## src/fetch_pkg.sv

```systemverilog
package fetch_pkg;

  localparam int addr_w        = 32;
  localparam int block_bytes   = 16;
  localparam int tb_sets       = 64;
  localparam int hist_w        = 8;
  localparam int table_index_w = 8;
  localparam int ras_depth     = 8;
  localparam int ctr_tables    = 3; // voting tables

  // derived address fields
  localparam int offset_w  = $clog2(block_bytes);
  localparam int set_w     = $clog2(tb_sets);
  localparam int tag_lsb   = offset_w + set_w;
  localparam int tag_w     = addr_w - tag_lsb;
  localparam int ras_ptr_w = $clog2(ras_depth);

  typedef logic [addr_w-1:0]        addr_t;
  typedef logic [hist_w-1:0]        hist_t;
  typedef logic [table_index_w-1:0] tindex_t;
  typedef logic [1:0]               ctr_t;
  typedef logic [ras_ptr_w-1:0]     ras_ptr_t;
  typedef logic [set_w-1:0]         tb_set_t;
  typedef logic [tag_w-1:0]         tb_tag_t;

  localparam addr_t reset_vector = 32'h0000_1000;
  localparam addr_t block_step   = addr_t'(block_bytes);
  localparam addr_t block_mask   = ~(block_step - 1'b1);
  localparam ctr_t  ctr_init     = 2'b01; // weakly not taken

  typedef enum logic [1:0] {
    kind_cond,
    kind_jump,
    kind_call,
    kind_ret
  } branch_kind_e;

  typedef struct packed {
    logic         valid;
    tb_tag_t      tag;
    addr_t        target;
    branch_kind_e kind;
  } tb_entry_t;

  typedef struct packed {
    addr_t addr;
    logic  taken;
    logic  slot;
    hist_t hist;   // before this block's shift
  } fetch_out_t;

  typedef struct packed {
    logic         valid;
    addr_t        src;
    logic         slot;
    branch_kind_e kind;
    addr_t        target;
    logic         taken;
    hist_t        hist;
    logic         mispredict;
  } retire_upd_t;

  typedef struct packed {
    logic [1:0]         hit;
    branch_kind_e [1:0] kind;
    addr_t [1:0]        target;
  } tb_hit_t;

endpackage
```

## src/fetch_sequencer.sv

```systemverilog
`timescale 1ns/1ps

module fetch_sequencer (
  input  logic                   clk,
  input  logic                   rst,
  input  logic                   fetch_ready,
  input  fetch_pkg::tb_hit_t     hit,
  input  logic [1:0]             slot_taken,
  input  fetch_pkg::hist_t       hist,
  input  fetch_pkg::addr_t       ras_top,
  input  fetch_pkg::retire_upd_t upd,
  output fetch_pkg::addr_t       block_addr,
  output logic                   accept,
  output logic                   taken,
  output logic                   push,
  output logic                   pop,
  output fetch_pkg::addr_t       push_addr,
  output fetch_pkg::fetch_out_t  fetch,
  output logic                   fetch_valid
);

  fetch_pkg::addr_t ip_q;
  logic             valid_q;

  logic [1:0]              take;
  logic                    sel_slot;
  fetch_pkg::branch_kind_e sel_kind;
  fetch_pkg::addr_t        sel_target;
  fetch_pkg::addr_t        seq_ip;
  fetch_pkg::addr_t        next_ip;
  fetch_pkg::addr_t        redirect_ip;
  logic                    redirect;

  // conditionals need the predictor, everything else is always taken
  always_comb begin
    for (int s = 0; s < 2; s++)
      take[s] = hit.hit[s] && (hit.kind[s] != fetch_pkg::kind_cond || slot_taken[s]);
  end

  assign taken      = |take;
  assign sel_slot   = !take[0]; // slot 0 wins
  assign sel_kind   = hit.kind[sel_slot];
  assign sel_target = hit.target[sel_slot];
  assign seq_ip     = ip_q + fetch_pkg::block_step;

  always_comb begin
    next_ip = seq_ip;
    if (taken) begin
      if (sel_kind == fetch_pkg::kind_ret)
        next_ip = ras_top;
      else
        next_ip = sel_target;
    end
  end

  assign redirect    = upd.valid && upd.mispredict;
  assign redirect_ip = upd.taken ? upd.target : upd.src + fetch_pkg::block_step;

  // mispredict redirect wins over a handshake in the same cycle
  assign accept    = fetch_valid && fetch_ready && !redirect;
  assign push      = accept && taken && (sel_kind == fetch_pkg::kind_call);
  assign pop       = accept && taken && (sel_kind == fetch_pkg::kind_ret);
  assign push_addr = seq_ip;

  assign block_addr  = ip_q;
  assign fetch_valid = valid_q;

  always_comb begin
    fetch.addr  = ip_q;
    fetch.taken = taken;
    fetch.slot  = taken && sel_slot;
    fetch.hist  = hist;
  end

  always_ff @(posedge clk) begin
    if (rst) begin
      ip_q    <= fetch_pkg::reset_vector;
      valid_q <= 1'b0;
    end else begin
      valid_q <= 1'b1;
      if (redirect)
        ip_q <= redirect_ip & fetch_pkg::block_mask;
      else if (accept)
        ip_q <= next_ip & fetch_pkg::block_mask; // targets land inside a block
    end
  end

endmodule

```

## config.mk

```make
export PLATFORM = sky130hd
export DESIGN_NAME = fetch_sequencer
export DESIGN_NICKNAME = d
export VERILOG_FILES = /design/src/fetch_pkg.sv /design/src/fetch_sequencer.sv
export SDC_FILE = /design/constraint.sdc
export NUM_CORES = 1
export LEC_CHECK = 0
export ABC_AREA = 1
export BUFFER_PORTS_ARGS = -buffer_cell sky130_fd_sc_hd__buf_2
export CORE_AREA = 2 2 117 119
export DETAILED_ROUTE_END_ITERATION = 10
export DIE_AREA = 0 0 119 121
export GPL_TIMING_DRIVEN = 0
export PLACE_DENSITY = 0.69
export SLEW_MARGIN = 20
export SYNTH_ARGS = -nofsm -noshare
export SYNTH_HDL_FRONTEND = slang
export SYNTH_SLANG_ARGS = --single-unit
```

## constraint.sdc

```tcl
create_clock -name clk -period 3.3 [get_ports clk]
set_clock_uncertainty 0.1 [all_clocks]
set_input_delay 0.66 -clock clk [delete_from_list [all_inputs] [get_ports clk]]
set_output_delay 0.66 -clock clk [all_outputs]
set_load 0.01 [all_outputs]
```

==> results.toml <==
[run_status]
outcome = "completed"

[synth]
ys_seq_area_frac = 0.124
synth_top_area_share = 0.207
synthTopCellsByArea = "nand2_1 21%, dfxtp_1 12%, nor2_1 11%"
synth_edf_count = 0
syn_inst = 845
synth.largest_area_cell = "nand2_1"
syn-cell-area_um2 = 4660
ys.flop_type = "dfxtp_1"
async_reset_ff_frac = 0
yosys_warnings = 0
ys_types = 44
avgSynthCellArea_um2 = 5.52
yosys_register_bits = 29

[setup_path]
cp-start-kind = "flop"
end_kind = "output port"
crit_fanout = 5
path_class = "reg -> out"
cp.arrival_ns = 2.04
critPathBufInv = 2
critical_path.top_delay_family = "flip-flops"
max_stage_delay_ns = 0.46
critPathRequiredTime_ns = 2.54
critPathSlowestCell = "dfxtp_1"
cp_cell_sequence = "ha_1 > nand3_2 > inv_2 > nand2_2 > nor2_4 > xor2_2 > buf_2"

[clocking]
cts_max_level = 2
cts_made_buffers = 5
ctsHoldBuffers = 0
clockBufferDepth = 2
cts_setup_buffers = 0
cts_resized = 0
cts_root_buffer = "clkbuf_16"
clk_pin_slew_ns = 0.05
worstSkewPairLatency_ns = 0.28
numClockSinks = 29
cts_tree = "built"

[sta]
slew_violations = 0
worst_hold_slack_ns = 0.577
rsz0062_at_grt = "no"
hold_viol_final = 0
worst_pin_slew_ns = 0.599
slew_headroom = 0.601
min_period_ns = 2.80
setup_viol = 0
tns_ns = 0
fin_crit_sh = 0.848
fmaxAchievable_ghz = 0.358

[global_routing]
grt_pass1_vias = 5715
grt_max_degree = 11
grt_pass1_wl_mm = 29.5
grt_antenna_before_repair = 0
grt_usage = 0.259
overflow = 0

[detailed_routing]
met3WireLength_mm = 1.32
wl_met1_mm = 8.56
vias = 6255
wl_met2_mm = 9.16
vias_per_cell = 4.84
highest_layer = "met4"
initialDrtViolationCount = 409
dr.pass1.iters = 5
finalWirelength_mm = 19.3
drc = 0
final_antenna_net_count = 0
wire_per_inst_um = 15.0

[finish]
nets = 1310
num_antenna_cells = 0
syn2layout_area_growth_pct = 36.0
drive_above_1_share = 0.340
utilization = 0.485
final_cell_mix = "262 x buf_2, 257 x nand2_1, 138 x nor2_1, 88 x nand3_1, 69 x inv_1"
stdcell_area_um2 = 6340
layout_commonest_cell = "buf_2"

[placed_design]
port_buffers = 252
place_congestion = 0.949
place_area_um2 = 6190
hpwl_mm = 16.2

[min_path]
hold_class = "reg -> reg"

[floorplanning]
coreArea_um2 = 13100
die_area_um2 = 14400
start_util = 0.356
die_x_um = 119
rows = 42
io_pins = 304
die_h_um = 121

[power]
power.density_nw_per_um2 = 258
power_mw = 1.64
vdd_drop_max_mv = 0.153
power.leakage_nw = 3.40

[run]
max_cap_violations = 0
per-layer routing:
layer,up-vias,GRT usage
li1,3171,-
met1,2796,0.347
met2,265,0.442
met3,23,0.0348
met4,0,0.0551
met5,-,0
sequential cells by signal, summed over array words and instances (netlist names):
name         flops
block_addr      28
fetch_valid      1
power by group:
group | switching [mW] | internal (mW)
registers | 0.0566 | 0.379
clock network | 0.172 | 0.319
logic | 0.398 | 0.313
final timing paths:
kind	to	slack, ns	cells after the start	start
setup reg to reg	block_addr[20]	1.29	10	block_addr[4]
hold reg to reg	block_addr[28]	0.58	4	block_addr[28]
setup / recovery	push_addr[20]	0.50	7	block_addr[4]
hold / removal	block_addr[28]	0.58	4	block_addr[28]
area by class of cell:
| cell class | count | area [um^2] |
|---|---|---|
| Buffer | 79 | 572 |
| Sequential cell | 29 | 581 |
| Clock buffer | 7 | 153 |
| Tap cell | 176 | 220 |
| Clock inverter | 1 | 5.00 |
| Timing Repair Buffer | 252 | 1260 |
| Multi-Input combinational cell | 672 | 3270 |
| Inverter | 76 | 285 |
| Fill cell | 1502 | 6740 |
logic make-up (layout without fill, tap and decap cells):
group	count (synthesis)	in the layout	share of synthesized area
flip-flops	29	29	0.124
adder cells (fa/ha/maj)	2	2	0.00536
AND/OR/NAND/NOR	550	550	0.533
other	1	12	0.000804
AO/OA/AOI/OAI	85	85	0.105
XOR/XNOR	23	23	0.0480
buffers and inverters	155	415	0.184
per-stage QoR:
| step | setup WS, ns | instances |
|---|---|---|
| 6_report | 0.503 | 1292 |
| 5_1_grt | 0.431 | 1292 |
| 4_1_cts | 0.536 | 1292 |
| 3_5_place_dp | 0.610 | 1284 |
| 3_3_place_gp | 0.616 | 1284 |
| 2_1_floorplan | 0.965 | 856 |
cell usage after synthesis, drive strengths merged, types with 8 or more instances:
| master | number |
|---|---|
| xnor2 | 8 |
| dfxtp | 29 |
| xor2 | 15 |
| nand4 | 9 |
| inv | 74 |
| o21ai | 35 |
| nand2 | 269 |
| nor2 | 149 |
| nand3 | 100 |
| buf | 73 |
| nand3b | 18 |
| o211ai | 11 |
| a21oi | 31 |
worst register-to-register path, delay by kind of cell, from the launching register on:
| family | cells | cell delay [ns] |
|---|---|---|
| DFF | 1 | 0.46 |
| and+or+nand+nor | 6 | 0.63 |
| adders and majority gates | 1 | 0.38 |
| xor gates and xnor gates | 1 | 0.21 |
| buffers and inverters | 2 | 0.19 |
(Power assumes the default switching activity.)
