===== config.mk =====
export PLATFORM = sky130hd
export DESIGN_NAME = direction_predictor
export DESIGN_NICKNAME = d
export VERILOG_FILES = /design/src/fetch_pkg.sv /design/src/direction_predictor.sv
export SDC_FILE = /design/constraint.sdc
export NUM_CORES = 2
export LEC_CHECK = 0
export ABC_AREA = 0
export BUFFER_PORTS_ARGS = -buffer_cell sky130_fd_sc_hd__buf_2
export CAP_MARGIN = 10
export CORE_MARGIN = 1.5
export CORE_UTILIZATION = 46
export DETAILED_ROUTE_END_ITERATION = 8
export PLACE_DENSITY = 0.63
export SYNTH_ARGS = -nofsm -noshare
export SYNTH_HDL_FRONTEND = slang
export SYNTH_SLANG_ARGS = --single-unit

===== constraint.sdc =====
create_clock -name clk -period 7.7 [get_ports clk]
set_input_delay 1.54 -clock clk [delete_from_list [all_inputs] [get_ports clk]]
set_output_delay 1.54 -clock clk [all_outputs]
set_load 0.05 [all_outputs]

===== src/fetch_pkg.sv =====
package fetch_pkg;

  localparam int addr_w        = 32;
  localparam int block_bytes   = 16;
  localparam int tb_sets       = 64;
  localparam int hist_w        = 8;
  localparam int table_index_w = 8;
  localparam int ras_depth     = 8;
  localparam int ctr_tables    = 3; // voting tables

  // derived address fields
  localparam int offset_w  = $clog2(block_bytes);
  localparam int set_w     = $clog2(tb_sets);
  localparam int tag_lsb   = offset_w + set_w;
  localparam int tag_w     = addr_w - tag_lsb;
  localparam int ras_ptr_w = $clog2(ras_depth);

  typedef logic [addr_w-1:0]        addr_t;
  typedef logic [hist_w-1:0]        hist_t;
  typedef logic [table_index_w-1:0] tindex_t;
  typedef logic [1:0]               ctr_t;
  typedef logic [ras_ptr_w-1:0]     ras_ptr_t;
  typedef logic [set_w-1:0]         tb_set_t;
  typedef logic [tag_w-1:0]         tb_tag_t;

  localparam addr_t reset_vector = 32'h0000_1000;
  localparam addr_t block_step   = addr_t'(block_bytes);
  localparam addr_t block_mask   = ~(block_step - 1'b1);
  localparam ctr_t  ctr_init     = 2'b01; // weakly not taken

  typedef enum logic [1:0] {
    kind_cond,
    kind_jump,
    kind_call,
    kind_ret
  } branch_kind_e;

  typedef struct packed {
    logic         valid;
    tb_tag_t      tag;
    addr_t        target;
    branch_kind_e kind;
  } tb_entry_t;

  typedef struct packed {
    addr_t addr;
    logic  taken;
    logic  slot;
    hist_t hist;   // before this block's shift
  } fetch_out_t;

  typedef struct packed {
    logic         valid;
    addr_t        src;
    logic         slot;
    branch_kind_e kind;
    addr_t        target;
    logic         taken;
    hist_t        hist;
    logic         mispredict;
  } retire_upd_t;

  typedef struct packed {
    logic [1:0]         hit;
    branch_kind_e [1:0] kind;
    addr_t [1:0]        target;
  } tb_hit_t;

endpackage

===== src/direction_predictor.sv =====
`timescale 1ns/1ps

module direction_predictor (
  input  logic                   clk,
  input  logic                   rst,
  input  fetch_pkg::addr_t       block_addr,
  input  logic                   accept,
  input  logic                   taken,
  input  fetch_pkg::retire_upd_t upd,
  output logic [1:0]             slot_taken,
  output fetch_pkg::hist_t       hist
);

  localparam int entries = 2 ** fetch_pkg::table_index_w;
  localparam int quorum  = fetch_pkg::ctr_tables / 2 + 1;

  fetch_pkg::ctr_t    tables_q [fetch_pkg::ctr_tables][entries];
  fetch_pkg::hist_t   hist_q;
  fetch_pkg::tindex_t rd_idx [fetch_pkg::ctr_tables][2];
  fetch_pkg::tindex_t upd_idx [fetch_pkg::ctr_tables];
  logic [1:0][fetch_pkg::ctr_tables-1:0] vote;
  logic train;

  // A: block bits plus slot, B: same xor history, C: low block bits xor history
  function automatic fetch_pkg::tindex_t table_index(input int t, input fetch_pkg::addr_t a,
                                                     input logic slot, input fetch_pkg::hist_t h);
    fetch_pkg::tindex_t base;
    fetch_pkg::tindex_t short_base;
    base       = {a[fetch_pkg::offset_w +: fetch_pkg::table_index_w - 1], slot};
    short_base = fetch_pkg::tindex_t'({a[fetch_pkg::offset_w +: 3], slot});
    case (t)
      0:       return base;
      1:       return base ^ h;
      default: return short_base ^ h;
    endcase
  endfunction

  function automatic fetch_pkg::ctr_t ctr_next(input fetch_pkg::ctr_t c, input logic up);
    if (up)
      return (c == 2'b11) ? c : c + 2'd1;
    return (c == 2'b00) ? c : c - 2'd1;
  endfunction

  always_comb begin
    for (int s = 0; s < 2; s++) begin
      for (int t = 0; t < fetch_pkg::ctr_tables; t++) begin
        rd_idx[t][s] = table_index(t, block_addr, 1'(s), hist_q);
        vote[s][t]   = tables_q[t][rd_idx[t][s]][1];
      end
      slot_taken[s] = $countones(vote[s]) >= quorum;
    end
  end

  // training uses the history seen when the branch was fetched
  always_comb begin
    for (int t = 0; t < fetch_pkg::ctr_tables; t++)
      upd_idx[t] = table_index(t, upd.src, upd.slot, upd.hist);
  end

  assign train = upd.valid && (upd.kind == fetch_pkg::kind_cond);
  assign hist  = hist_q;

  always_ff @(posedge clk) begin
    if (rst) begin
      for (int t = 0; t < fetch_pkg::ctr_tables; t++) begin
        for (int i = 0; i < entries; i++)
          tables_q[t][i] <= fetch_pkg::ctr_init;
      end
    end else if (train) begin
      for (int t = 0; t < fetch_pkg::ctr_tables; t++)
        tables_q[t][upd_idx[t]] <= ctr_next(tables_q[t][upd_idx[t]], upd.taken);
    end
  end

  always_ff @(posedge clk) begin
    if (rst) begin
      hist_q <= '0;
    end else if (upd.valid && upd.mispredict) begin
      hist_q <= {upd.hist[fetch_pkg::hist_w-2:0], upd.taken}; // replay the real outcome
    end else if (accept) begin
      hist_q <= {hist_q[fetch_pkg::hist_w-2:0], taken};
    end
  end

endmodule


==> flow_summary.json <==
{
  "dieArea_um2": 189000,
  "yosys.area_share.simple_pct": 15.3,
  "p_sw_mw": 6.09,
  "seqPwrFrac_pct": 44.4,
  "syn-num-nets": 6684,
  "ys_warn_count": 0,
  "yosys_register_bits": 1544,
  "p_comb_share_pct": 17.3,
  "hold_depth": 2,
  "ant_nets": 0,
  "synth_mux_area_share_pct": 20.3,
  "port_buffers": 41,
  "place_hpwl_um": 171000,
  "final_common_cell": "edfxtp_1",
  "final_cell_mix": "edfxtp_1 (1536), mux4_2 (716), nand3_1 (694), nand2_1 (513), a21o_1 (404)",
  "syn_area_per_cell_um2": 13.1,
  "die_w_um": 435,
  "num_rows": 158,
  "grt_usage_pct": 28.7,
  "grt-ovfl-total": 0,
  "clock.fmax_mhz": 131,
  "clock_power_share_pct": 38.2,
  "cts_setup_buffers": 0,
  "finalCriticalPeriod_ns": 7.64,
  "finalSetupViolCount": 0,
  "grt_pass1_vias": 59140,
  "synth_top_family_by_area": "multiplexers",
  "arrival_ns": 6.10,
  "swShare_pct": 28.4,
  "initial_core_util_pct": 46.3,
  "insertion_delay_ns": 0.85,
  "gp_congestion": 0.918,
  "finalHoldViolations": 0,
  "worst_pin_slew_ns": 1.32,
  "cts_buffers": 171,
  "yosys.area_share.adder_pct": 0.105,
  "drtIter0Drc": 8390,
  "r2r_end": "tables_q[0][175]",
  "first_pass_iters": 6,
  "clk_pin_slew_ns": 0.06,
  "synth-seq-area-share_pct": 53.8,
  "cts.sinks": 1544,
  "nets": 6318,
  "ios": 124,
  "path_class": "primary input to primary output",
  "cp_cell_sequence": "buf_4 > xor2_4 > buf_12 > buf_4 > mux4_2 > mux4_2 > mux4_2 > mux4_2 > ha_1 > o31ai_1 > o31ai_2 > buf_4 > buf_12",
  "fillerInstances": 15391,
  "synth-edff-count": 1536,
  "tns_ns": 0,
  "area_delta_synth_final_pct": 10.0,
  "antenna_found_initial": 10,
  "cts_tree": "done",
  "p_total_mw": 21.4,
  "hold_buffers": 0,
  "die_h_um": 435,
  "grt_max_degree": 199,
  "status": "completed",
  "slew_viol_final": 0,
  "wl_per_cell_um": 31.3,
  "grt_pass1_wl_um": 403000,
  "p_int_mw": 15.4,
  "ir_drop_v": 0.000191,
  "synth-main-ff-cell": "edfxtp_1",
  "final_layout_size_suffix_gt1_share_pct": 24.2,
  "critPathMaxFanout": 16,
  "slowest_delay_ns": 0.59,
  "drt-vias-per-instance": 6.86,
  "synth_compound_area_share_pct": 5.78,
  "placeableCoreArea_um2": 186000,
  "hold_end": "hist[5]",
  "critPathLaunchType": "primary input",
  "slew_headroom_pct": 11.5,
  "cts_resized": 0,
  "min_from": "hist[5]",
  "end_kind": "primary output",
  "timing.critical_path.buf_inv": 5,
  "cp.required_ns": 6.16,
  "critPathMostFrequentCell": "mux4_2",
  "synthCells": 6568,
  "rrSetupSlack_ns": 3.47,
  "slowest_stage": "mux4_2",
  "timing.rr.start": "tables_q[0][391]",
  "num_vias": 60584,
  "clock_path_buffers": 3,
  "p_per_area_nw_per_um2": 227,
  "h-tree-depth": 4,
  "synth_cell_type_count": 83,
  "p_leak_nw": 29.7,
  "rr_worst_depth": 9,
  "finClkSkew_ns": 0.0532,
  "synthXorXnorAreaFrac_pct": 0.285,
  "max_cap_viol_count": 0,
  "min_path_type": "flip-flop to flip-flop",
  "synth_area_um2": 86000,
  "finalCritPeriodShare_pct": 99.2,
  "drc_errors": 0,
  "critPathTopFamily": "multiplexers",
  "async_flop_share_pct": 0,
  "grt_setup_unrepaired": "false",
  "root_buffer": "clkbuf_16",
  "wl_um": 276000
}
==> layout make-up <==
class	count	area, µm²	area share (%)
flip-flops and latches	1544	46300	48.9
multi-input cells	4174	36700	38.8
clock buffers	212	4480	4.73
well taps	2480	3100	3.28
repair buffers	306	2950	3.12
clock inverters	106	1040	1.10
inverters	5	18.8	0.0198
diodes	6	15.0	0.0159
==> routing by layer <==
layer	vias to the layer above	part of all wire (%)	routed length [µm]	global-route usage, %
met5	-	0.0076	21	0
met2	4165	47	130000	45.4
met1	30790	36	100000	37.8
met4	4	5.5	15300	14.5
li1	24881	-	-	-
met3	744	11	30800	5.74
==> flip-flops by register name, summed over array words and instances (netlist names) <==
name      cells
hist          8
tables_q   1536
==> kinds of logic (layout without fill, tap and decap cells) <==
group                    count (synthesis)  count (layout)
AO/OA/AOI/OAI                          675             675
multiplexers                           819             819
flip-flops                            1544            1544
adder cells (fa/ha/maj)                  8               8
buffers and inverters                  850             629
AND/OR/NAND/NOR                       2647            2647
XOR/XNOR                                25              25
other                                    0               6
==> tightest hold or removal path, stage by stage, from the launching register on <==
cell,delay [ns]
dfxtp_1,0.36
mux2i_1,0.16
a211oi_1,0.09
==> how the worst max path moves through the flow <==
stage / start / to / slack (ns) / cells after the start
6_report: block_addr[4] / slot_taken[1] / 0.06 / 13
5_1_grt: block_addr[4] / slot_taken[1] / 0.07 / 13
4_1_cts: block_addr[4] / slot_taken[1] / 0.12 / 13
3_5_place_dp: block_addr[4] / slot_taken[1] / 0.13 / 13
3_3_place_gp: block_addr[4] / slot_taken[1] / 0.13 / 13
2_1_floorplan: block_addr[4] / slot_taken[1] / 0.28 / 10
==> through the flow <==
stage | cells | instance area (µm²) | setup WS, ns | hold WS (ns) | utilization, %
after floorplan | 6568 | 86000 | 0.282 | 0.804 | -
after detailed placement | 8503 | 88900 | 0.126 | 0.645 | 47.9
after global routing | 8829 | 94600 | 0.0676 | 0.703 | 50.9
after CTS | 8821 | 94500 | 0.124 | 0.662 | 50.9
final | 8833 | 94600 | 0.0595 | 0.655 | 50.9
after global placement | 8502 | 88900 | 0.126 | 0.616 | 47.9
==> Yosys cell counts (4+ instances only) <==
cell type	n	area (µm²)
a211oi_1	15	113
a21o_1	404	3030
a21oi_1	49	245
a221oi_1	8	70.1
a22oi_1	32	240
a311oi_1	4	35.0
a31oi_1	11	68.8
and3_1	103	644
buf_1	57	214
buf_2	135	676
buf_4	53	398
buf_6	16	180
clkbuf_1	578	2170
dfxtp_1	8	160
edfxtp_1	1536	46100
maj3_2	4	45.0
mux2_2	28	315
mux2i_1	59	591
mux4_1	14	368
mux4_2	716	16100
nand2_1	513	1930
nand2b_1	277	1730
nand3_1	697	3490
nand4_1	55	344
nor2_1	381	1430
nor2b_1	11	68.8
nor3_1	418	2090
nor3_2	56	561
nor4_1	62	388
o2111ai_1	4	35.0
o211ai_1	4	30.0
o21ai_0	11	55.1
o21bai_1	44	330
o221ai_1	7	61.3
o22ai_1	38	238
o32ai_1	5	43.8
or2_2	56	350
or3_1	5	31.3
xnor2_1	9	78.8
xor2_1	14	123
==> power groups by stage <==
stage | sequential (mW) | combinational [mW] | clock (mW)
after floorplan | 9.64 | 2.42 | 0
after global placement | 9.69 | 3.62 | 0
after detailed placement | 9.70 | 3.65 | 0
after CTS | 9.52 | 3.66 | 8.26
after global routing | 9.54 | 3.85 | 8.58
final | 9.53 | 3.72 | 8.20
Note: power is estimated with default switching activity, not from simulation.
