## config.mk

```make
export PLATFORM = sky130hd
export DESIGN_NAME = return_stack
export DESIGN_NICKNAME = d
export VERILOG_FILES = /design/src/fetch_pkg.sv /design/src/return_stack.sv
export SDC_FILE = /design/constraint.sdc
export NUM_CORES = 1
export LEC_CHECK = 0
export BUFFER_PORTS_ARGS = -buffer_cell sky130_fd_sc_hd__buf_2
export CAP_MARGIN = 20
export CORE_MARGIN = 5
export CORE_UTILIZATION = 40
export DETAILED_ROUTE_END_ITERATION = 7
export PLACE_DENSITY = 0.58
export RECOVER_POWER = 25
export SETUP_SLACK_MARGIN = 0.4
export SLEW_MARGIN = 20
export SYNTH_ARGS = -nofsm -noshare
export SYNTH_HDL_FRONTEND = slang
export SYNTH_SLANG_ARGS = --single-unit
```

## constraint.sdc

```tcl
create_clock -name clk -period 2.8 [get_ports clk]
set_clock_uncertainty 0.1 [all_clocks]
set_input_delay 0.56 -clock clk [delete_from_list [all_inputs] [get_ports clk]]
set_output_delay 0.56 -clock clk [all_outputs]
set_load 0.1 [all_outputs]
```

## src/fetch_pkg.sv

```systemverilog
package fetch_pkg;

  localparam int addr_w        = 32;
  localparam int block_bytes   = 16;
  localparam int tb_sets       = 64;
  localparam int hist_w        = 8;
  localparam int table_index_w = 8;
  localparam int ras_depth     = 8;
  localparam int ctr_tables    = 3; // voting tables

  // derived address fields
  localparam int offset_w  = $clog2(block_bytes);
  localparam int set_w     = $clog2(tb_sets);
  localparam int tag_lsb   = offset_w + set_w;
  localparam int tag_w     = addr_w - tag_lsb;
  localparam int ras_ptr_w = $clog2(ras_depth);

  typedef logic [addr_w-1:0]        addr_t;
  typedef logic [hist_w-1:0]        hist_t;
  typedef logic [table_index_w-1:0] tindex_t;
  typedef logic [1:0]               ctr_t;
  typedef logic [ras_ptr_w-1:0]     ras_ptr_t;
  typedef logic [set_w-1:0]         tb_set_t;
  typedef logic [tag_w-1:0]         tb_tag_t;

  localparam addr_t reset_vector = 32'h0000_1000;
  localparam addr_t block_step   = addr_t'(block_bytes);
  localparam addr_t block_mask   = ~(block_step - 1'b1);
  localparam ctr_t  ctr_init     = 2'b01; // weakly not taken

  typedef enum logic [1:0] {
    kind_cond,
    kind_jump,
    kind_call,
    kind_ret
  } branch_kind_e;

  typedef struct packed {
    logic         valid;
    tb_tag_t      tag;
    addr_t        target;
    branch_kind_e kind;
  } tb_entry_t;

  typedef struct packed {
    addr_t addr;
    logic  taken;
    logic  slot;
    hist_t hist;   // before this block's shift
  } fetch_out_t;

  typedef struct packed {
    logic         valid;
    addr_t        src;
    logic         slot;
    branch_kind_e kind;
    addr_t        target;
    logic         taken;
    hist_t        hist;
    logic         mispredict;
  } retire_upd_t;

  typedef struct packed {
    logic [1:0]         hit;
    branch_kind_e [1:0] kind;
    addr_t [1:0]        target;
  } tb_hit_t;

endpackage
```

## src/return_stack.sv

```systemverilog
`timescale 1ns/1ps

module return_stack (
  input  logic             clk,
  input  logic             rst,
  input  logic             push,
  input  logic             pop,
  input  fetch_pkg::addr_t push_addr,
  output fetch_pkg::addr_t top
);

  fetch_pkg::addr_t    stack_q [fetch_pkg::ras_depth];
  fetch_pkg::ras_ptr_t ptr_q;
  fetch_pkg::ras_ptr_t ptr_up;
  fetch_pkg::ras_ptr_t ptr_down;

  // pointer wraps, so a deep call chain overwrites the oldest return
  assign ptr_up   = ptr_q + 1'b1;
  assign ptr_down = ptr_q - 1'b1;
  assign top      = stack_q[ptr_q];

  always_ff @(posedge clk) begin
    if (rst) begin
      ptr_q <= '0;
      for (int i = 0; i < fetch_pkg::ras_depth; i++)
        stack_q[i] <= '0;
    end else if (push) begin
      stack_q[ptr_up] <= push_addr;
      ptr_q           <= ptr_up;
    end else if (pop) begin
      ptr_q <= ptr_down; // underflow just exposes old contents
    end
  end

endmodule

```

==> results of run 1 <==
-- metrics by stage --
step / instance area, sq um / setup WS (ns)
after floorplan: 11800 / 0.476
after global placement: 12800 / 0.279
after detailed placement: 12800 / 0.262
after CTS: 14200 / -0.166
after global routing: 14300 / -0.186
final: 14300 / -0.117
-- cell usage after synthesis --
master / instances / area [sq um]
sky130_fd_sc_hd__mux4_1: 12 / 315
sky130_fd_sc_hd__a221oi_1: 1 / 8.76
sky130_fd_sc_hd__nor3_1: 1 / 5.00
sky130_fd_sc_hd__nor2_4: 2 / 22.5
sky130_fd_sc_hd__xnor2_1: 2 / 17.5
sky130_fd_sc_hd__ha_1: 2 / 25.0
sky130_fd_sc_hd__inv_1: 2 / 7.51
sky130_fd_sc_hd__buf_4: 6 / 45.0
sky130_fd_sc_hd__buf_1: 1 / 3.75
sky130_fd_sc_hd__clkbuf_1: 23 / 86.3
sky130_fd_sc_hd__xor2_1: 1 / 8.76
sky130_fd_sc_hd__nor3_2: 1 / 10.0
sky130_fd_sc_hd__nand4bb_1: 1 / 11.3
sky130_fd_sc_hd__nor3b_1: 1 / 7.51
sky130_fd_sc_hd__nand4b_1: 1 / 8.76
sky130_fd_sc_hd__nand3b_1: 2 / 15.0
sky130_fd_sc_hd__nand2_1: 1 / 3.75
sky130_fd_sc_hd__mux4_2: 52 / 1170
sky130_fd_sc_hd__dfxtp_1: 6 / 120
sky130_fd_sc_hd__nand3_1: 1 / 5.00
sky130_fd_sc_hd__buf_2: 7 / 35.0
sky130_fd_sc_hd__mux2_2: 32 / 360
sky130_fd_sc_hd__nor2_1: 7 / 26.3
sky130_fd_sc_hd__and2_1: 256 / 1600
sky130_fd_sc_hd__a21o_1: 1 / 7.51
sky130_fd_sc_hd__or2_2: 8 / 50.1
sky130_fd_sc_hd__or4b_4: 1 / 13.8
sky130_fd_sc_hd__buf_6: 7 / 78.8
sky130_fd_sc_hd__a21oi_1: 1 / 5.00
sky130_fd_sc_hd__edfxtp_1: 256 / 7690
-- power breakdown --
group	internal, W	switching [W]
Clock	0.00225	0.00150
Combinational	0.000817	0.00134
Sequential	0.00455	0.0000695
-- kinds of logic after synthesis --
kind of cell / count (synthesis) / synth area share, %
flops: 262 / 66.4
xor+xnor: 3 / 0.223
mux: 96 / 15.7
fa+ha+maj: 2 / 0.213
simple gates: 283 / 15.1
buf+inv: 46 / 2.18
compound gates: 3 / 0.181
-- routing by layer --
metal  vias to the layer above  GRT usage [%]  part of all wire [%]
met2                       195           31.0                    52
met5                         -              0                     0
li1                       2796              -                     -
met3                        43           2.46                   5.3
met4                         0           3.99                   1.9
met1                      3287           22.9                    41
-- sequential cells by signal, indices dropped and copies added (netlist names), named ones only --
signal / flops
stack_q: 256
ptr_q: 3
-- what timing repair did --
item / 4_1_cts / 5_1_grt
hold buffers: 0 / 0
buffers inserted: 11 / 1
gates resized for setup: 101 / 31
pin swaps: 2 / 0
endpoints found under the hold margin: 0 / 0
gates cloned: 3 / 0
endpoints found under the setup margin: 163 / 125
-- worst max path at each step --
stage                     end  cells after the start
4_1_cts                top[2]                      5
6_report              top[31]                      4
2_1_floorplan         top[11]                      4
3_3_place_gp          top[31]                      4
3_5_place_dp   stack_q[1][30]                      6
5_1_grt               top[31]                      4
-- cell type report --
type | count | area share, %
Sequential cell | 262 | 54.8
Multi-Input combinational cell | 387 | 26.2
Timing Repair Buffer | 116 | 8.92
Clock buffer | 32 | 5.17
Tap cell | 384 | 3.37
Clock inverter | 21 | 1.44
Inverter | 2 | 0.0527
Antenna cell | 2 | 0.0351
-- layout by cell type (no fill, tap or decap), types with 3 or more instances in the layout --
cell	instances
sky130_fd_sc_hd__edfxtp_1	256
sky130_fd_sc_hd__and2_1	231
sky130_fd_sc_hd__mux4_2	61
sky130_fd_sc_hd__buf_2	35
sky130_fd_sc_hd__buf_12	30
sky130_fd_sc_hd__clkbuf_16	29
sky130_fd_sc_hd__and2_0	25
sky130_fd_sc_hd__buf_4	22
sky130_fd_sc_hd__mux2_4	16
sky130_fd_sc_hd__mux2_2	16
sky130_fd_sc_hd__buf_6	16
sky130_fd_sc_hd__clkinv_1	7
sky130_fd_sc_hd__clkinv_2	7
sky130_fd_sc_hd__nor2_1	6
sky130_fd_sc_hd__clkbuf_2	6
sky130_fd_sc_hd__clkbuf_1	5
sky130_fd_sc_hd__or2_2	4
sky130_fd_sc_hd__bufinv_16	4
sky130_fd_sc_hd__mux4_1	3
sky130_fd_sc_hd__buf_16	3
sky130_fd_sc_hd__dfxtp_1	3
-- worst max-delay path, cell delays in order (launching register included) --
cell	delay, ns
sky130_fd_sc_hd__dfxtp_4	0.44
sky130_fd_sc_hd__buf_6	0.21
sky130_fd_sc_hd__mux4_2	0.51
sky130_fd_sc_hd__mux2_2	0.31
sky130_fd_sc_hd__buf_4	0.24
==> impl_metrics.toml, run 1 <==
[logic_synthesis]
yosysSeqAreaShare_pct = 66.4
ys_types = 30
syn_area_cell_sq_um = 16.9
netlist_area_sq_um = 11800
yosys_warnings = 0
syn_nets = 733
syn-instance-count = 695
synth-seq-cells = 262

[sta]
finalHoldWorstSlack_ns = 0.278
layout_min_cycle_time_ns = 2.92
relSlewSlack_pct = 33.6
rsz_0062_raised_after_global_routing = "yes"
number_of_setup_violations_in_the_final_report = 32
post-route-worst-setup-slack_ns = -0.117
final_period_util_pct = 104
fmaxAchievable_mhz = 343
final_hold_vios = 0
timing.final.max_slew_violations = 0
tns_ns = -2.35
tightest_slew_ns = 0.995

[cts]
worstSkewPairLatency_ns = 0.53
cts_root_buffer = "sky130_fd_sc_hd__clkbuf_16"
cts_made_buffers = 29
htree_num_levels = 1
clk_path_buf_depth = 3
cts_tree = "built"
clk_pin_slew_worst_paths_ns = 0.06
clock_sinks = 262

[worst_setup_path]
worst-r2r-setup-slack_ns = 0.15
crit_type = "reg -> out"
crit_fanout = 10
timing.critical_path.to_type = "output port"
r2r_path_start = "ptr_q[0]"
end_of_the_worst_register_to_register_path = "stack_q[0][18]"
cp.required_ns = 2.14
reg2reg_depth = 6
timing.critical_path.arrival_ns = 2.26
crit_path_start_kind = "flop"

[floorplanning]
core_region_area_sq_um = 28900
pin_count = 68
floorplan.die.width_microns = 181
die_area_sq_um = 32900
effective_utilization_at_floorplan_pct = 40.8
row_count = 62
die_y_microns = 181

[global_routing]
number_of_antenna_violations_at_the_first_check_in_global_routing = 1
grt_max_degree = 47
grt_total_usage_pct = 17.4
grt_pass1_vias = 6853
grt_overflow = 0
grt_first_pass_wirelength_microns = 43300

[finish]
layoutNonFillerInstCount = 1206
nNetsFinal = 836
synthToLayoutAreaGrowth_pct = 21.2
fillers = 2459
share_of_post_route_cells_with_drive_strength_above_1_pct = 32.2
postLayoutCoreUtil_pct = 49.4
multiInputGateArea_sq_um = 3740
seqCellArea_sq_um = 7810

[hold_path]
timing.hold.worst.start = "push_addr[14]"
type_of_the_most_critical_hold_path = "in -> reg"
timing.hold.worst_endpoint = "stack_q[4][14]"
whs_path_depth = 2

[run_status]
violations_in_the_final_reports = "negative setup slack"
run_status = "complete, but fails checks"

[placement]
placement.io_buffers = 67
dp.cells = 1136
dp.final_hpwl_microns = 16000
place_congestion = 0.709

[pwr]
ir_worst_vdd_v = 0.000432
pwr_density_cell_nw_per_um2 = 739
p_total_w = 0.0105
p_leak_nw = 5.28

[routing]
first_pass_iters = 5
viasPerCell = 5.24
dr.first_iter.drc_count = 456
drc_errors_left = 0
routedWlPerCell_microns = 24.2
routed-via-count = 6321
routed_wirelength_microns = 29100
antenna_left = 0

[run]
max_cap_viol_count = 0
No activity file was read; power rests on OpenSTA's default activity.
==> run 2: changes to the inputs <==
--- a/config.mk
+++ b/config.mk
@@ -5,6 +5,7 @@
 export SDC_FILE = /design/constraint.sdc
 export NUM_CORES = 1
 export LEC_CHECK = 0
+export ABC_AREA = 1
 export BUFFER_PORTS_ARGS = -buffer_cell sky130_fd_sc_hd__buf_2
 export CAP_MARGIN = 20
 export CORE_MARGIN = 5
==> impl_metrics.toml, run 2 <==
[run_status]
run_status = "complete, no violations"

[cts]
clock_sinks = 262
clk_pin_slew_worst_paths_ns = 0.06
clk_path_buf_depth = 3
worstSkewPairLatency_ns = 0.54
holdBufCountCts = 0
htree_num_levels = 1
cts_made_buffers = 30
cts_root_buffer = "sky130_fd_sc_hd__clkbuf_16"
cts_tree = "built"

[routing]
routedWlPerCell_microns = 18.0
first_pass_iters = 5
dr.first_iter.drc_count = 745
routed-via-count = 9703
routed_wirelength_microns = 35700
antenna_left = 0
drc_errors_left = 0
viasPerCell = 4.90

[worst_setup_path]
cp.required_ns = 2.14
crit_path_start_kind = "flop"
crit_fanout = 8
reg2reg_depth = 7
timing.critical_path.arrival_ns = 1.92
crit_type = "reg -> out"
timing.critical_path.to_type = "output port"

[global_routing]
grt_pass1_vias = 9368
grt_total_usage_pct = 19.5
grt_first_pass_wirelength_microns = 53600
number_of_antenna_violations_at_the_first_check_in_global_routing = 0
grt_max_degree = 47
grt_overflow = 0

[logic_synthesis]
synth.largest_area_cell = "sky130_fd_sc_hd__edfxtp_1"
syn-instance-count = 1473
post-synth-top-count-cell = "sky130_fd_sc_hd__nand2_1"
synth_common_cells = "sky130_fd_sc_hd__nand2_1 (436), sky130_fd_sc_hd__inv_1 (299), sky130_fd_sc_hd__nor2_1 (260), sky130_fd_sc_hd__edfxtp_1 (256), sky130_fd_sc_hd__nand3_1 (132)"
synth-seq-cells = 262
yosys_warnings = 0
ys_types = 15
netlist_area_sq_um = 12600
yosysSeqAreaShare_pct = 61.8
synth_top_cells_by_area = "sky130_fd_sc_hd__edfxtp_1 (61%), sky130_fd_sc_hd__nand2_1 (13%), sky130_fd_sc_hd__inv_1 (8.9%)"
ys_dominant_reg_cell = "sky130_fd_sc_hd__edfxtp_1"
syn_nets = 1511
synthArstFlopShare_pct = 0
synth.top_cell.area_share_pct = 60.9
synth_edf_count = 256
syn_area_cell_sq_um = 8.57

[placement]
postPlaceCellArea_sq_um = 13600
place_congestion = 0.796
dp.cells = 1905
dp.final_hpwl_microns = 18300
placement.io_buffers = 67

[floorplanning]
floorplan.die.width_microns = 188
row_count = 65
effective_utilization_at_floorplan_pct = 40.2
core_region_area_sq_um = 31400
die_area_sq_um = 35200
die_y_microns = 188
pin_count = 68

[hold_path]
whs_path_depth = 4
type_of_the_most_critical_hold_path = "in -> reg"

[finish]
layoutNonFillerInstCount = 1980
share_of_post_route_cells_with_drive_strength_above_1_pct = 14.2
layout.cells.most_common_list = "sky130_fd_sc_hd__nand2_1 (385), sky130_fd_sc_hd__inv_1 (298), sky130_fd_sc_hd__nor2_1 (260)"
biggestRegsByFlops = "stack_q: 256 flops, ptr_q: 3 flops"
antenna-diode-count = 0
largest_register_ff_count = 256
synthToLayoutAreaGrowth_pct = 23.1
nNetsFinal = 1592
fin_area_sq_um = 15500
most_common_cell_after_layout_fill_and_taps_aside = "sky130_fd_sc_hd__nand2_1"
top_register = "stack_q"

[sta]
rsz_0062_raised_after_global_routing = "yes"
final_period_util_pct = 92.0
layout_min_cycle_time_ns = 2.58
timing.final.max_slew_violations = 0
fmaxAchievable_mhz = 388
final_hold_vios = 0
number_of_setup_violations_in_the_final_report = 0
tightest_slew_ns = 1.16
tns_ns = 0
relSlewSlack_pct = 22.4
finalHoldWorstSlack_ns = 0.237

[pwr]
p_total_w = 0.0110
ir_worst_vdd_v = 0.000463
pwr_density_cell_nw_per_um2 = 708
p_leak_nw = 7.34

[run]
max_cap_viol_count = 0
[run 2: cell types whose count changed after synthesis, sizes merged, moves of 8 or more]
cell / delta
nand2: +435
inv: +298
and2: -256
nor2: +251
nand3: +131
mux4: -64
buf: +44
mux2: -32
clkbuf: -15
or2: -8
[run 2: where the power goes]
| part | switching [W] | internal [W] | leakage (nW) |
|---|---|---|---|
| Sequential | 0.0000649 | 0.00454 | 2.71 |
| Clock | 0.00155 | 0.00210 | 0.458 |
| Combinational | 0.00187 | 0.000894 | 4.17 |
| Total | 0.00348 | 0.00753 | 7.34 |
[run 2: per-layer routing]
metal / routed length (microns) / track usage, %
met5: 0 / 0
met1: 14900 / 25.7
met4: 1250 / 6.10
met2: 17100 / 33.6
met3: 2350 / 2.76
[run 2: logic make-up (layout without fill, tap and decap cells)]
kind of cell / count (synthesis) / in the layout / synth area share (%)
XOR/XNOR: 1 / 1 / 0.0694
buffers and inverters: 373 / 478 / 11.7
AO/OA/AOI/OAI: 7 / 7 / 0.287
AND/OR/NAND/NOR: 828 / 828 / 25.9
adder cells (fa/ha/maj): 2 / 2 / 0.198
flip-flops: 262 / 262 / 61.8
[run 2: repair_timing]
item                                    in CTS  in global routing
setup buffers                                4                  1
resized for setup                          181                 24
cloned                                       8                  6
pin swaps                                   12                 16
endpoints found under the setup margin      32                 32
[run 2: stage by stage]
stage / utilization (%) / setup WS, ns
after floorplan: - / 0.403
after global placement: 43.2 / 0.464
after detailed placement: 43.2 / 0.455
after CTS: 48.9 / 0.225
after global routing: 49.5 / 0.144
final: 49.5 / 0.223
[run 2: path summary, 6_finish.rpt]
kind | startpoint | endpoint | slack (ns)
max | flop | top[24] | 0.22
min | rst | flop | 0.24
max reg2reg | ptr_q[0] | stack_q[2][29] | 0.37
min reg2reg | ptr_q[1] | flop | 0.47
[run 2: layout make-up]
type	instances	area (sq um)
well taps	402	503
inverters	300	1140
repair buffers	122	1660
fillers	2912	15900
clock inverters	21	123
multi-input cells	838	3520
flip-flops and latches	262	7810
clock buffers	35	791
[run 2: worst max-delay path, stage by stage, from the launching register on]
cell	delay [ns]
sky130_fd_sc_hd__dfxtp_4	0.46
sky130_fd_sc_hd__buf_12	0.19
sky130_fd_sc_hd__clkbuf_16	0.18
sky130_fd_sc_hd__nand2_2	0.06
sky130_fd_sc_hd__nand3_1	0.08
sky130_fd_sc_hd__nand2_1	0.05
sky130_fd_sc_hd__nand2_1	0.06
sky130_fd_sc_hd__nand2_2	0.10
sky130_fd_sc_hd__buf_12	0.18
==> run 3: changes to the inputs <==
==> constraint.sdc (replaced) <==
create_clock -name clk -period 2.71 [get_ports clk]
set_clock_uncertainty 0.1 [all_clocks]
set_input_delay 0.542 -clock clk [delete_from_list [all_inputs] [get_ports clk]]
set_output_delay 0.542 -clock clk [all_outputs]
set_load 0.1 [all_outputs]
==> impl_metrics.toml, run 3 (synthesis results as in run 2) <==
[routing]
routedWlPerCell_microns = 17.2
dr.first_iter.drc_count = 674
routed_wirelength_microns = 33900
viasPerCell = 4.79
first_pass_iters = 5
drc_errors_left = 0
antenna_left = 0
routed-via-count = 9447

[floorplanning]
row_count = 65
die_area_sq_um = 35200
floorplan.die.width_microns = 188
die_y_microns = 188
pin_count = 68
core_region_area_sq_um = 31400
effective_utilization_at_floorplan_pct = 40.2

[global_routing]
grt_first_pass_wirelength_microns = 52800
grt_total_usage_pct = 18.9
grt_overflow = 0
grt_pass1_vias = 9512
grt_max_degree = 48
number_of_antenna_violations_at_the_first_check_in_global_routing = 0

[sta]
rsz_0062_raised_after_global_routing = "yes"
tightest_slew_ns = 0.983
number_of_setup_violations_in_the_final_report = 0
fmaxAchievable_mhz = 398
layout_min_cycle_time_ns = 2.51
tns_ns = 0
relSlewSlack_pct = 34.5
post-route-worst-setup-slack_ns = 0.199
timing.final.max_slew_violations = 0
final_period_util_pct = 92.7
final_hold_vios = 0

[cts]
cts_tree = "built"
holdBufCountCts = 0
clock_sinks = 262
clk_path_buf_depth = 3
clk_pin_slew_worst_paths_ns = 0.06
htree_num_levels = 1
cts_made_buffers = 28
cts_root_buffer = "sky130_fd_sc_hd__clkbuf_16"
worstSkewPairLatency_ns = 0.53

[placement]
dp.final_hpwl_microns = 17500
place_congestion = 0.776
dp_worst_setup_slack_ns = 0.450
placement.io_buffers = 67
postPlaceCellArea_sq_um = 14000

[worst_setup_path]
crit_path_start_kind = "flop"
timing.critical_path.to_type = "output port"
crit_fanout = 20
timing.critical_path.arrival_ns = 1.87
worstPathCellList = "buf_4 -> buf_12 -> nand2_1 -> nand3_1 -> nand2_1 -> nand2_1 -> nand2_1 -> buf_12"
crit_slowest_cell = "sky130_fd_sc_hd__dfxtp_4"
crit_type = "reg -> out"
crit_path_top_cell_by_count = "sky130_fd_sc_hd__nand2_1"
critical_path.max_stage_delay_ns = 0.39
cp.required_ns = 2.07

[finish]
multiInputGateArea_sq_um = 3430
antenna-diode-count = 0
top_register = "stack_q"
seqCellArea_sq_um = 7810
share_of_post_route_cells_with_drive_strength_above_1_pct = 12.2
fillers = 2963
most_common_cell_after_layout_fill_and_taps_aside = "sky130_fd_sc_hd__nand2_1"
largest_register_ff_count = 256
layout.cells.most_common_list = "sky130_fd_sc_hd__nand2_1 (403), sky130_fd_sc_hd__inv_1 (298), sky130_fd_sc_hd__nor2_1 (260)"
biggestRegsByFlops = "stack_q: 256 flops, ptr_q: 3 flops"
postLayoutCoreUtil_pct = 48.6
nNetsFinal = 1586
synthToLayoutAreaGrowth_pct = 20.9
fin_area_sq_um = 15300

[hold_path]
type_of_the_most_critical_hold_path = "in -> reg"

[pwr]
pwr_density_cell_nw_per_um2 = 732
ir_worst_vdd_v = 0.000626
p_leak_nw = 7.23

[run_status]
run_status = "complete, no violations"

[run]
max_cap_viol_count = 0
-- run 3: critical path, delay by kind of cell (launching register included) --
kind / cells / cell delay [ns]
buf+inv: 3 / 0.51
simple gates: 5 / 0.42
flops: 1 / 0.39
-- run 3: final timing paths --
check / start / to / slack (ns) / depth (start not counted)
worst max register to register: ptr_q[0] / stack_q[3][29] / 0.41 / 5
worst min-delay path: rst / flop / 0.27 / 4
worst max-delay path: flop / top[2] / 0.20 / 8
worst min register to register: ptr_q[0] / flop / 0.46 / 1
-- run 3: final cells by class --
class                           count  area share [%]
Multi-Input combinational cell    838            22.4
Tap cell                          402            3.30
Timing Repair Buffer              118            9.93
Sequential cell                   262            51.2
Inverter                          300            7.43
Clock buffer                       36            4.93
Clock inverter                     16           0.795
-- run 3: timing repair --
action                                  4_1_cts  5_1_grt
pin swaps                                     5        7
endpoints found under the setup margin       32       78
resized for setup                            48       10
setup buffers                                 5        2
cloned                                        7        2
-- run 3: where the power goes --
part | internal (W) | total, W | switching [W]
Clock | 0.00214 | 0.00366 | 0.00153
Combinational | 0.000875 | 0.00276 | 0.00189
Sequential | 0.00469 | 0.00476 | 0.0000661
-- run 3: metal layers --
| metal | GRT usage (%) | up-vias | wire length, microns |
|---|---|---|---|
| li1 | - | 4635 | - |
| met1 | 25.3 | 4446 | 14400 |
| met2 | 32.7 | 314 | 16700 |
| met3 | 2.57 | 52 | 2170 |
| met4 | 5.17 | 0 | 640 |
| met5 | 0 | - | 0 |
-- run 3: stage by stage --
step	power [W]	hold slack [ns]	cells
after CTS	0.0113	0.186	1968
after floorplan	0.00648	0.389	1473
after global routing	0.0116	0.303	1972
after global placement	0.00742	0.408	1904
after detailed placement	0.00744	0.435	1904
final	0.0112	0.269	1972
